`config.mk`:
```
export PLATFORM = sky130hd
export DESIGN_NAME = codecLink
export DESIGN_NICKNAME = d
export VERILOG_FILES = /design/src/hw/lineCodePkg.sv /design/src/hw/encoder8b10b.sv /design/src/hw/decoder10b8b.sv /design/src/hw/linkConfig.sv /design/src/hw/codecLink.sv
export SDC_FILE = /design/constraint.sdc
export NUM_CORES = 1
export LEC_CHECK = 0
export ABC_AREA = 1
export BUFFER_PORTS_ARGS = -buffer_cell sky130_fd_sc_hd__buf_4
export CAP_MARGIN = 20
export CORE_ASPECT_RATIO = 0.9
export CORE_MARGIN = 2
export CORE_UTILIZATION = 35
export DETAILED_ROUTE_END_ITERATION = 7
export PLACE_DENSITY_LB_ADDON = 0.15
export SYNTH_ARGS = -nofsm -noshare
export SYNTH_HDL_FRONTEND = slang
export SYNTH_SLANG_ARGS = --single-unit
```
`constraint.sdc`:
```
create_clock -name BitCLK_10 -period 6 [get_ports BitCLK_10]
set_clock_uncertainty 0.05 [all_clocks]
set_input_delay 0.6 -clock BitCLK_10 [delete_from_list [all_inputs] [get_ports BitCLK_10]]
set_output_delay 0.6 -clock BitCLK_10 [all_outputs]
set_load 0.02 [all_outputs]
```
`src/hw/lineCodePkg.sv`:
```
package lineCodePkg;

    // ########################################
    // character and codeword types
    // ########################################

    typedef struct packed {
        logic [7:0] data;
        logic       isK;
    } txChar_t;

    typedef struct packed {
        logic [7:0] data;
        logic       isK;
        logic       codeErr;
        logic       dispErr;
    } rxChar_t;

    // the 6-bit sub-block sits in bits 9..4, the 4-bit sub-block in bits 3..0.
    typedef logic [9:0] codeWord_t;

    typedef enum logic [1:0] {
        modeData     = 2'd0,
        modeIdle     = 2'd1,
        modeLoopback = 2'd2
    } linkMode_t;

    typedef struct packed {
        linkMode_t mode;
    } linkCfg_t;

    // ########################################
    // code constants
    // ########################################

    localparam txChar_t commaK285 = '{data: 8'hBC, isK: 1'b1};
    localparam int errCountWidth = 8;

    // K.28 6b code in its RD- form.
    localparam logic [5:0] k28Code6 = 6'b001111;

    // both forms of the K28.5 comma.
    localparam codeWord_t k285RdMinus = 10'b0011111010;
    localparam codeWord_t k285RdPlus = 10'b1100000101;

    // the 5b/6b table holds the RD- codes; RD+ complements the unbalanced codes and D.7.
    function automatic logic [5:0] code6RdMinus(input logic [4:0] x);
        logic [5:0] code;
        case (x)
            5'd0:  code = 6'b100111;
            5'd1:  code = 6'b011101;
            5'd2:  code = 6'b101101;
            5'd3:  code = 6'b110001;
            5'd4:  code = 6'b110101;
            5'd5:  code = 6'b101001;
            5'd6:  code = 6'b011001;
            5'd7:  code = 6'b111000;
            5'd8:  code = 6'b111001;
            5'd9:  code = 6'b100101;
            5'd10: code = 6'b010101;
            5'd11: code = 6'b110100;
            5'd12: code = 6'b001101;
            5'd13: code = 6'b101100;
            5'd14: code = 6'b011100;
            5'd15: code = 6'b010111;
            5'd16: code = 6'b011011;
            5'd17: code = 6'b100011;
            5'd18: code = 6'b010011;
            5'd19: code = 6'b110010;
            5'd20: code = 6'b001011;
            5'd21: code = 6'b101010;
            5'd22: code = 6'b011010;
            5'd23: code = 6'b111010;
            5'd24: code = 6'b110011;
            5'd25: code = 6'b100110;
            5'd26: code = 6'b010110;
            5'd27: code = 6'b110110;
            5'd28: code = 6'b001110;
            5'd29: code = 6'b101110;
            5'd30: code = 6'b011110;
            default: code = 6'b101011;
        endcase
        return code;
    endfunction

    // the 3b/4b data table holds the RD- codes with the primary D.x.7 code.
    function automatic logic [3:0] code4RdMinus(input logic [2:0] y);
        logic [3:0] code;
        case (y)
            3'd0: code = 4'b1011;
            3'd1: code = 4'b1001;
            3'd2: code = 4'b0101;
            3'd3: code = 4'b1100;
            3'd4: code = 4'b1101;
            3'd5: code = 4'b1010;
            3'd6: code = 4'b0110;
            default: code = 4'b1110;
        endcase
        return code;
    endfunction

endpackage

```
`src/hw/encoder8b10b.sv`:
```
`timescale 1ns/100ps

module encoder8b10b import lineCodePkg::*; (
    input  logic      BitCLK_10,
    input  logic      Reset,
    input  txChar_t   TxChar,
    input  logic      idleFill,
    output codeWord_t TxParallel_10
);

    // runDisp is high while the running disparity is positive.
    logic       runDisp;
    txChar_t    charIn;
    logic [4:0] x5;
    logic [2:0] y3;
    logic [5:0] base6;
    logic [5:0] code6;
    logic       rdMid;
    logic       useAlt;
    logic       flip4;
    logic [3:0] base4;
    logic [3:0] code4;
    logic       rdNext;

    assign charIn = idleFill ? commaK285 : TxChar;
    assign x5 = charIn.data[4:0];
    assign y3 = charIn.data[7:5];

    // ########################################
    // 5b/6b sub-block
    // ########################################

    always_comb begin
        if (charIn.isK && x5 == 5'd28) begin
            base6 = k28Code6;
        end else begin
            base6 = code6RdMinus(x5);
        end
        if (runDisp && ($countones(base6) != 3 || base6 == 6'b111000)) begin
            code6 = ~base6;
        end else begin
            code6 = base6;
        end
        rdMid = runDisp ^ ($countones(code6) != 3);
    end

    // ########################################
    // 3b/4b sub-block
    // ########################################

    // the alternate D.x.7 code avoids a run of five equal bits across the sub-blocks.
    assign useAlt = rdMid ? (x5 == 5'd11 || x5 == 5'd13 || x5 == 5'd14)
                          : (x5 == 5'd17 || x5 == 5'd18 || x5 == 5'd20);

    // control codes always swap form with disparity, data codes only for y of 0, 3, 4 and 7.
    assign flip4 = charIn.isK || y3 == 3'd0 || y3 == 3'd3 || y3 == 3'd4 || y3 == 3'd7;

    always_comb begin
        base4 = code4RdMinus(y3);
        if (charIn.isK && (y3 == 3'd1 || y3 == 3'd2 || y3 == 3'd5 || y3 == 3'd6)) begin
            base4 = ~base4;
        end
        if (y3 == 3'd7 && (charIn.isK || useAlt)) begin
            base4 = 4'b0111;
        end
        code4 = (rdMid && flip4) ? ~base4 : base4;
        rdNext = rdMid ^ ($countones(code4) != 2);
    end

    always_ff @(posedge BitCLK_10, negedge Reset) begin
        if (!Reset) begin
            runDisp <= 1'b0;
            TxParallel_10 <= '0;
        end else begin
            runDisp <= rdNext;
            TxParallel_10 <= {code6, code4};
        end
    end

endmodule

```
`src/hw/decoder10b8b.sv`:
```
`timescale 1ns/100ps

module decoder10b8b import lineCodePkg::*; (
    input  logic      BitCLK_10,
    input  logic      Reset,
    input  codeWord_t RxParallel_10,
    output rxChar_t   RxChar
);

    logic       runDisp;
    logic [5:0] raw6;
    logic [3:0] raw4;
    logic [2:0] ones6;
    logic [2:0] ones4;
    logic [5:0] norm6;
    logic [3:0] adj4;
    logic [3:0] norm4;
    logic       isK28;
    logic       valid6;
    logic       valid4;
    logic       alt4;
    logic       kx7;
    logic       altOk;
    logic [4:0] x5;
    logic [2:0] y3;
    logic       codeErr;
    logic       dispErr;
    logic       rdMid;
    logic       rdNext;

    assign raw6 = RxParallel_10[9:4];
    assign raw4 = RxParallel_10[3:0];
    assign ones6 = 3'($countones(raw6));

    // ########################################
    // inverse tables
    // ########################################

    // codes are folded back to their RD- form before the lookup.
    always_comb begin
        if (ones6 == 3'd2) begin
            norm6 = ~raw6;
        end else if (raw6 == 6'b000111) begin
            norm6 = 6'b111000;
        end else begin
            norm6 = raw6;
        end
        isK28 = norm6 == k28Code6;
        valid6 = isK28;
        x5 = isK28 ? 5'd28 : 5'd0;
        for (int i = 0; i < 32; i++) begin
            if (code6RdMinus(5'(i)) == norm6) begin
                valid6 = 1'b1;
                x5 = 5'(i);
            end
        end
    end

    // after K.28 in its RD+ form the balanced control codes come inverted.
    assign adj4 = (isK28 && ones6 == 3'd2) ? ~raw4 : raw4;
    assign ones4 = 3'($countones(adj4));

    always_comb begin
        if (ones4 == 3'd1) begin
            norm4 = ~adj4;
        end else if (adj4 == 4'b0011) begin
            norm4 = 4'b1100;
        end else begin
            norm4 = adj4;
        end
        alt4 = norm4 == 4'b0111;
        valid4 = alt4;
        y3 = alt4 ? 3'd7 : 3'd0;
        for (int j = 0; j < 8; j++) begin
            if (code4RdMinus(3'(j)) == norm4) begin
                valid4 = 1'b1;
                y3 = 3'(j);
            end
        end
    end

    assign kx7 = alt4 && !isK28
                 && (x5 == 5'd23 || x5 == 5'd27 || x5 == 5'd29 || x5 == 5'd30);
    assign altOk = isK28 || kx7 || x5 == 5'd11 || x5 == 5'd13 || x5 == 5'd14
                   || x5 == 5'd17 || x5 == 5'd18 || x5 == 5'd20;
    assign codeErr = !valid6 || !valid4 || (alt4 && !altOk) || (isK28 && y3 == 3'd7 && !alt4);

    // ########################################
    // running disparity
    // ########################################

    // an unbalanced sub-block must point away from the current disparity.
    always_comb begin
        dispErr = 1'b0;
        rdMid = runDisp;
        if (ones6 != 3'd3) begin
            dispErr = (ones6 > 3'd3) == runDisp;
            rdMid = ones6 > 3'd3;
        end
        rdNext = rdMid;
        if (3'($countones(raw4)) != 3'd2) begin
            dispErr = dispErr || ((3'($countones(raw4)) > 3'd2) == rdMid);
            rdNext = 3'($countones(raw4)) > 3'd2;
        end
    end

    always_ff @(posedge BitCLK_10, negedge Reset) begin
        if (!Reset) begin
            runDisp <= 1'b0;
            RxChar <= '0;
        end else begin
            runDisp <= rdNext;
            RxChar <= '{data: {y3, x5}, isK: isK28 || kx7, codeErr: codeErr, dispErr: dispErr};
        end
    end

endmodule

```
`src/hw/linkConfig.sv`:
```
`timescale 1ns/100ps

module linkConfig import lineCodePkg::*; (
    input  logic                     BitCLK_10,
    input  logic                     Reset,
    input  logic                     CfgWrite,
    input  linkMode_t                CfgMode,
    input  rxChar_t                  RxChar,
    output linkCfg_t                 LinkCfg,
    output logic [errCountWidth-1:0] ErrCount
);

    logic rxBad;
    logic countFull;

    assign rxBad = RxChar.codeErr || RxChar.dispErr;
    assign countFull = &ErrCount;

    always_ff @(posedge BitCLK_10, negedge Reset) begin
        if (!Reset) begin
            LinkCfg.mode <= modeData;
        end else if (CfgWrite) begin
            LinkCfg.mode <= CfgMode;
        end
    end

    // a write wins over an error in the same cycle.
    always_ff @(posedge BitCLK_10, negedge Reset) begin
        if (!Reset) begin
            ErrCount <= '0;
        end else if (CfgWrite) begin
            ErrCount <= '0;
        end else if (rxBad && !countFull) begin
            ErrCount <= ErrCount + 1'b1;
        end
    end

endmodule

```
`src/hw/codecLink.sv`:
```
`timescale 1ns/100ps

module codecLink import lineCodePkg::*; (
    input  logic                     BitCLK_10,
    input  logic                     Reset,
    input  txChar_t                  TxChar,
    input  codeWord_t                RxParallel_10,
    input  logic                     CfgWrite,
    input  linkMode_t                CfgMode,
    output codeWord_t                TxParallel_10,
    output rxChar_t                  RxChar,
    output logic [errCountWidth-1:0] ErrCount
);

    linkCfg_t  linkCfg;
    logic      idleFill;
    codeWord_t decoderIn;

    assign idleFill = linkCfg.mode == modeIdle;

    // in loopback the decoder listens to our own transmitter.
    assign decoderIn = (linkCfg.mode == modeLoopback) ? TxParallel_10 : RxParallel_10;

    encoder8b10b encoder_i (
        .BitCLK_10     (BitCLK_10),
        .Reset         (Reset),
        .TxChar        (TxChar),
        .idleFill      (idleFill),
        .TxParallel_10 (TxParallel_10)
    );

    decoder10b8b decoder_i (
        .BitCLK_10     (BitCLK_10),
        .Reset         (Reset),
        .RxParallel_10 (decoderIn),
        .RxChar        (RxChar)
    );

    linkConfig linkConfig_i (
        .BitCLK_10 (BitCLK_10),
        .Reset     (Reset),
        .CfgWrite  (CfgWrite),
        .CfgMode   (CfgMode),
        .RxChar    (RxChar),
        .LinkCfg   (linkCfg),
        .ErrCount  (ErrCount)
    );

endmodule

```
======== Word level (Yosys, flattened, before mapping) ========
Memory sizes are Yosys's and may differ from the RTL's.
Cells that the tools add are included.
word-level totals
  input bits .............................. 24
  memories kept ........................... 1
  output and inout bits ................... 29
  ROM bits ................................ 192
  register bits ........................... 33
operators by class
  mux-type cells .......................... 102
  $lt $le $gt $ge ......................... 2
  equal/unequal tests ..................... 81
  reduce and logical (&&, ||, !) cells .... 49
  bitwise gates (word level) .............. 8
  $add $sub $neg .......................... 25
memory list
  name              depth  width  read ports  clocked after Yosys merged registers in  write ports  line               source
  (name not given)  32     6      1           0                                        0            lineCodePkg.sv:49  case (x)
operators with widths
  cell                                            count
  two-way mux 5 bit                               33
  adder 32 bit                                    5
  == test 6 bit, first input constant             19
  != test 32 x 3 -> 1 bit, second input constant  3
  == test 5 x 6 -> 1 bit, first input constant    10
  == test 5 bit, second input constant            11
  two-way mux 1 bit                               45
  adder 1 x 1 -> 2 bit                            15
  == test 5 x 4 -> 1 bit, second input constant   6
  logical OR 1 bit                                28
  case mux 4 bit (7 select lines)                 1
  two-way mux 3 bit                               9
  == test 4 bit, first input constant             6
  two-way mux 4 bit                               6
  two-way mux 6 bit                               4
  == test 4 x 6 -> 1 bit, first input constant    3
  two-way mux 8 bit                               2
  NOT 4 bit                                       4
  == test 3 bit, second input constant            5
  adder 3 bit                                     4
  logical AND 1 bit                               12
  NOT 6 bit                                       2
  two-way mux 10 bit                              1
  == test 3 x 2 -> 1 bit, second input constant   3
  other kinds (19)                                30

======== Depth between registers and ports, before layout ========
  depth in word-level cells ............... 57
  mapped depth ............................ 43
  depth with buffers taken out ............ 43

======== Cells and area by module ========
A second synthesis with hierarchy kept.
unflattened totals
  cell total of the unflattened synthesis .. 571
  area, all modules ....................... 3916.3 µm²
by module, submodules not included
  module        area each (µm²)  instances  cells an instance  seq. area each (µm²)
  decoder10b8b  1714.1           1          270                300.3
  encoder8b10b  1430.1           1          185                275.3
  linkConfig    608.1            1          81                 250.2
  codecLink     163.9            1          35                 0.0

======== Worst setup path after synthesis ========
No wires, ideal clock.
  kind .................................... reg2reg
  start point ............................. reg linkConfig_i.LinkCfg[1] (netlist name)
  end point ............................... reg encoder_i.runDisp
  library setup time ...................... 131 ps
  setup slack ............................. -563 ps
  required time ........................... 5819 ps
  cell stages (with the launch flop) ...... 37
  clock period less this slack ............ 6563 ps
  arrival time ............................ 6383 ps
  cell sequence ........................... dfrtp_1 buf_4 nor2_1 inv_1 nand2_1 ha_1 inv_1 nor4_1 inv_1 o2111ai_1 a21oi_1 ha_1 fa_1 ha_1 nand4_1 nand2_1 inv_1 xor2_1 inv_1 nor2_1 fa_1 ha_1 nand3_1 xnor2_1 nor2_1 nand2_1 nand3_1 nand4_1 nand2_1 xor2_1 ha_1 ha_1 inv_1 fa_1 nor2_1 nand2_1 xnor2_1
on the way
  word-level cells in the longest chain between the ends .. 27
  elaborated cells between the ends (all ways) .. 65
ends and longest elaborated chain
  item                                                                              line                source
  from (decl)                                                                       linkConfig.sv:9     output linkCfg_t LinkCfg,
  == test 2 x 1 -> 1 bit (*)                                                        codecLink.sv:19     assign idleFill = linkCfg.mode == modeIdle;
  two-way mux 9 bit (*)                                                             encoder8b10b.sv:25  assign charIn = idleFill ? commaK285 : TxChar;
  parallel branches: the longest is 2 deep, another holds memory read (32 x 6 bit)  --
  two-way mux 6 bit (*)                                                             encoder8b10b.sv:34  if (charIn.isK && x5 == 5'd28) begin
  adder 1 x 1 -> 2 bit (not written as such)                                        encoder8b10b.sv:39  if (runDisp && ($countones(base6) != 3 || base6 == 6'b111000)) begin
  adder 32 bit (not written as such) (2 in series)                                  encoder8b10b.sv:39
  != test 32 x 3 -> 1 bit                                                           encoder8b10b.sv:39
  logical OR 1 bit                                                                  encoder8b10b.sv:39
  [... 2 more ...]                                                                  --
  named net encoder_i.code6[3]                                                      encoder8b10b.sv:17  logic [5:0] code6;
  [... 9 more ...]                                                                  --
  NOT 4 bit                                                                         encoder8b10b.sv:66  code4 = (rdMid && flip4) ? ~base4 : base4;
  two-way mux 4 bit (*)                                                             encoder8b10b.sv:66
  named net encoder_i.code4[0]                                                      encoder8b10b.sv:22  logic [3:0] code4;
  adder 1 x 1 -> 2 bit (not written as such) (*)                                    encoder8b10b.sv:67  rdNext = rdMid ^ ($countones(code4) != 2);
  adder 32 bit (not written as such) (*)                                            encoder8b10b.sv:67
  != test 32 x 3 -> 1 bit (*)                                                       encoder8b10b.sv:67
  XOR 1 bit (*)                                                                     encoder8b10b.sv:67
  named net encoder_i.rdNext                                                        encoder8b10b.sv:23  logic rdNext;
  to (signal assigned)                                                              encoder8b10b.sv:75  runDisp <= rdNext;
  to (decl)                                                                         encoder8b10b.sv:12  logic runDisp;
Mark *: on every way through the listed nets, which the timed path passes.
A chain may end at the register's enable or synchronous reset.

======== Final worst setup path ========
Same ends and word-level chain as after synthesis.

==> results.sh <==
export IMPL_status="complete, but fails checks"
export IMPL_violations="setup timing"
export IMPL_wl_per_cell_um=12.84
export IMPL_synth_fp_nets=573
export IMPL_cap_violations=0
export IMPL_clk_root_buffer_cell="clkbuf_16"
export IMPL_relSlewSlack=0.6233
export IMPL_htree_levels=2
export IMPL_synth_top_area_share=0.2278
export IMPL_ys_top_cells_by_area="dfrtp_1 23%, ha_1 9.3%, inv_1 9.3%"
export IMPL_tightest_slew_ns=0.5580
export IMPL_cp_startpoint="linkConfig_i.LinkCfg[1]$_DFFE_PN0P_"
export IMPL_synthesis_instances=514
export IMPL_setup_violations_final=1
export IMPL_critPathSlowestCell="fa_1"
export IMPL_synthAdderAreaFrac=0.1374
export IMPL_cp_end_kind="register"
export IMPL_instances_no_fill=758
export IMPL_async_flop_share=1.000
export IMPL_cts_buffers=5
export IMPL_vias=3697
export IMPL_yosysUniqueCellTypes=46
export IMPL_synthMuxAreaShare=0.003107
export IMPL_hold_class="input pin to async pin"
export IMPL_core_area_sq_um=10160
export IMPL_slew_viol_final=0
export IMPL_crit_type="register to register"
export IMPL_finalCritPeriodShare=1.065
export IMPL_drt_wl_total_um=9729
export IMPL_post_route_min_period_ns=6.392
export IMPL_grt_use_total=0.1737
export IMPL_drtIter0Drc=160
export IMPL_syn_to_final_growth_pct=42.18
export IMPL_powerDensity_nw_per_um2=649.3
export IMPL_crit_arrival_ns=6.50
export IMPL_clk_pin_slew_worst_paths_ns=0.05
export IMPL_r2r_end="encoder_i.runDisp$_DFF_PN0_"
export IMPL_cts_hold_buffers=0
export IMPL_reg2reg_slack_ns=-0.39
export IMPL_clk_insertion_delay_late_ns=0.28
export IMPL_ys_ff_latch=33
export IMPL_io_pins=53
export IMPL_dieArea_sq_um=11190
export IMPL_synth_avg_cell_area_sq_um=7.052
export IMPL_ant_nets=0
export IMPL_dp_hpwl_um=7808
export IMPL_drive_gt1_frac=0.3768
export IMPL_hold_slack_ns=0.2190
export IMPL_die_h_um=100.5
export IMPL_synth_compound_area_share=0.1077
export IMPL_grt_max_degree=34
export IMPL_cts_sinks=33
export IMPL_hold_viol_final=0
export IMPL_worst_slack_ns=-0.3919
export IMPL_grt_pass1_vias=3579
export IMPL_synthesis_area_sq_um=3625
export IMPL_via_per_inst=4.877
export IMPL_initial_core_util=0.3568
export IMPL_synth_ff_type="dfrtp_1"
export IMPL_cp_max_fo=6
export IMPL_fin_nets=688
export IMPL_dieWidth_um=111.3
export IMPL_cellLeakagePower_nw=2.663
export IMPL_vdd_drop_max_v=0.0003075
export IMPL_drc_errors=0
export IMPL_antenna_found_initial=0
export IMPL_synth_simple_area_share=0.3718
export IMPL_synth_edff_count=0
export IMPL_antenna_cells=0
export IMPL_gp_congestion=0.9063
export IMPL_synth_seq_area_share=0.2278
export IMPL_cts_tree="yes"
export IMPL_io_buffers=52
export IMPL_r2r_start="linkConfig_i.LinkCfg[1]$_DFFE_PN0P_"
export IMPL_grt_setup_unrepaired="yes"
export IMPL_synth_top_family_by_area="simple AND/OR/NAND/NOR gates"
export IMPL_synth_common_cells="90 x inv_1, 90 x nand2_1, 56 x nor2_1"
export IMPL_reg2reg_depth=35
export IMPL_clock_path_buffers=2
export IMPL_synth_xor_area_frac=0.04315
export IMPL_fmax_mhz=156.4
export IMPL_required_ns=6.11
export IMPL_ys_warn_count=0
export IMPL_grt_pass1_wl_um=16100
export IMPL_drtPass1Iterations=4
export IMPL_cpPeakStageDelay_ns=0.47
export IMPL_overflow=0
export IMPL_synth_largest_area_cell="dfrtp_1"
export IMPL_placed_cells=741
export IMPL_critPathCapture="encoder_i.runDisp$_DFF_PN0_"
export IMPL_startpoint_type="register"
export IMPL_num_rows=35
[state kept, by name (all words and copies together) (netlist names)]
signal,flops
decoder_i.RxChar,11
decoder_i.runDisp,1
encoder_i.TxParallel_10,10
encoder_i.runDisp,1
linkConfig_i.ErrCount,8
linkConfig_i.LinkCfg,2
[metal layers]
layer	track usage	part of all wire	up-vias
met5	0	0	-
met4	0.03514	0.011	0
met3	0.03007	0.051	10
met2	0.3114	0.49	84
met1	0.2223	0.45	1703
li1	-	-	1900
[report_power, final]
group	switching (mW)	internal (mW)
Sequential	0.0581	0.328
Clock	0.0943	0.163
Combinational	1.54	1.16
[critical path, delay by kind of cell, from the launching register on]
kind	cells	cell delay [ns]
buf+inv	10	0.92
compound gates	2	0.33
xor+xnor	4	0.63
flops	1	0.40
fa+ha+maj	8	2.42
simple gates	11	1.52
[area by class of cell]
cell class / count / area [sq um]
clock buffers: 6 / 138.9
clock inverters: 1 / 7.507
fillers: 1016 / 5006
inverters: 97 / 381.6
multi-input cells: 380 / 2783
flip-flops and latches: 33 / 825.8
well taps: 129 / 161.4
repair buffers: 112 / 855.8
[metrics by stage]
step	area, sq um	utilization	setup TNS (ns)	total power, mW	setup WS (ns)
CTS	4815	0.4739	-0.2810	3.104	-0.2810
global placement	4597	0.4525	-0.3370	2.759	-0.3370
finish	5154	0.5073	-0.3919	3.346	-0.3919
global route	5154	0.5073	-0.8033	3.712	-0.8033
floorplan	3700	-	-0.06157	2.065	-0.06157
detailed placement	4597	0.4525	-0.5045	2.762	-0.5045
[worst min path at each step]
stage,endpoint,startpoint,cells after the start,slack [ns]
2_1_floorplan,decoder_i.RxChar[0]$_DFF_PN0_,Reset,0,0.25
3_3_place_gp,linkConfig_i.ErrCount[7]$_DFFE_PN0P_,linkConfig_i.ErrCount[7]$_DFFE_PN0P_,1,0.46
6_report,linkConfig_i.ErrCount[4]$_DFFE_PN0P_,Reset,1,0.22
4_1_cts,linkConfig_i.ErrCount[4]$_DFFE_PN0P_,Reset,1,0.24
3_5_place_dp,linkConfig_i.ErrCount[7]$_DFFE_PN0P_,linkConfig_i.ErrCount[7]$_DFFE_PN0P_,1,0.47
5_1_grt,linkConfig_i.ErrCount[3]$_DFFE_PN0P_,Reset,1,0.26
[layout by cell type, fill, tap and decap left out, drive strengths merged, types with 8 or more instances in the layout]
cell type,instances
buf,112
nand3,48
nor2,60
fa,8
dfrtp,33
nand2,122
nor3,12
ha,27
a21oi,18
xor2,11
nand4,13
inv,96
o21ai,23
[logic make-up (layout without fill, tap and decap cells)]
logic type	count (synthesis)	after routing
AND/OR/NAND/NOR	263	263
XOR/XNOR	17	17
AO/OA/AOI/OAI	64	64
adder cells (fa/ha/maj)	35	35
buffers and inverters	101	216
flip-flops	33	33
multiplexers	1	1
[repair_timing]
action / in CTS / in global routing
resized for setup: 11 / 63
gates cloned: 0 / 0
endpoints found under the hold margin: 0 / 0
buffers inserted: 1 / 9
pin swaps: 6 / 44
endpoints found under the setup margin: 1 / 3
Note: power is estimated with default switching activity, not from simulation.
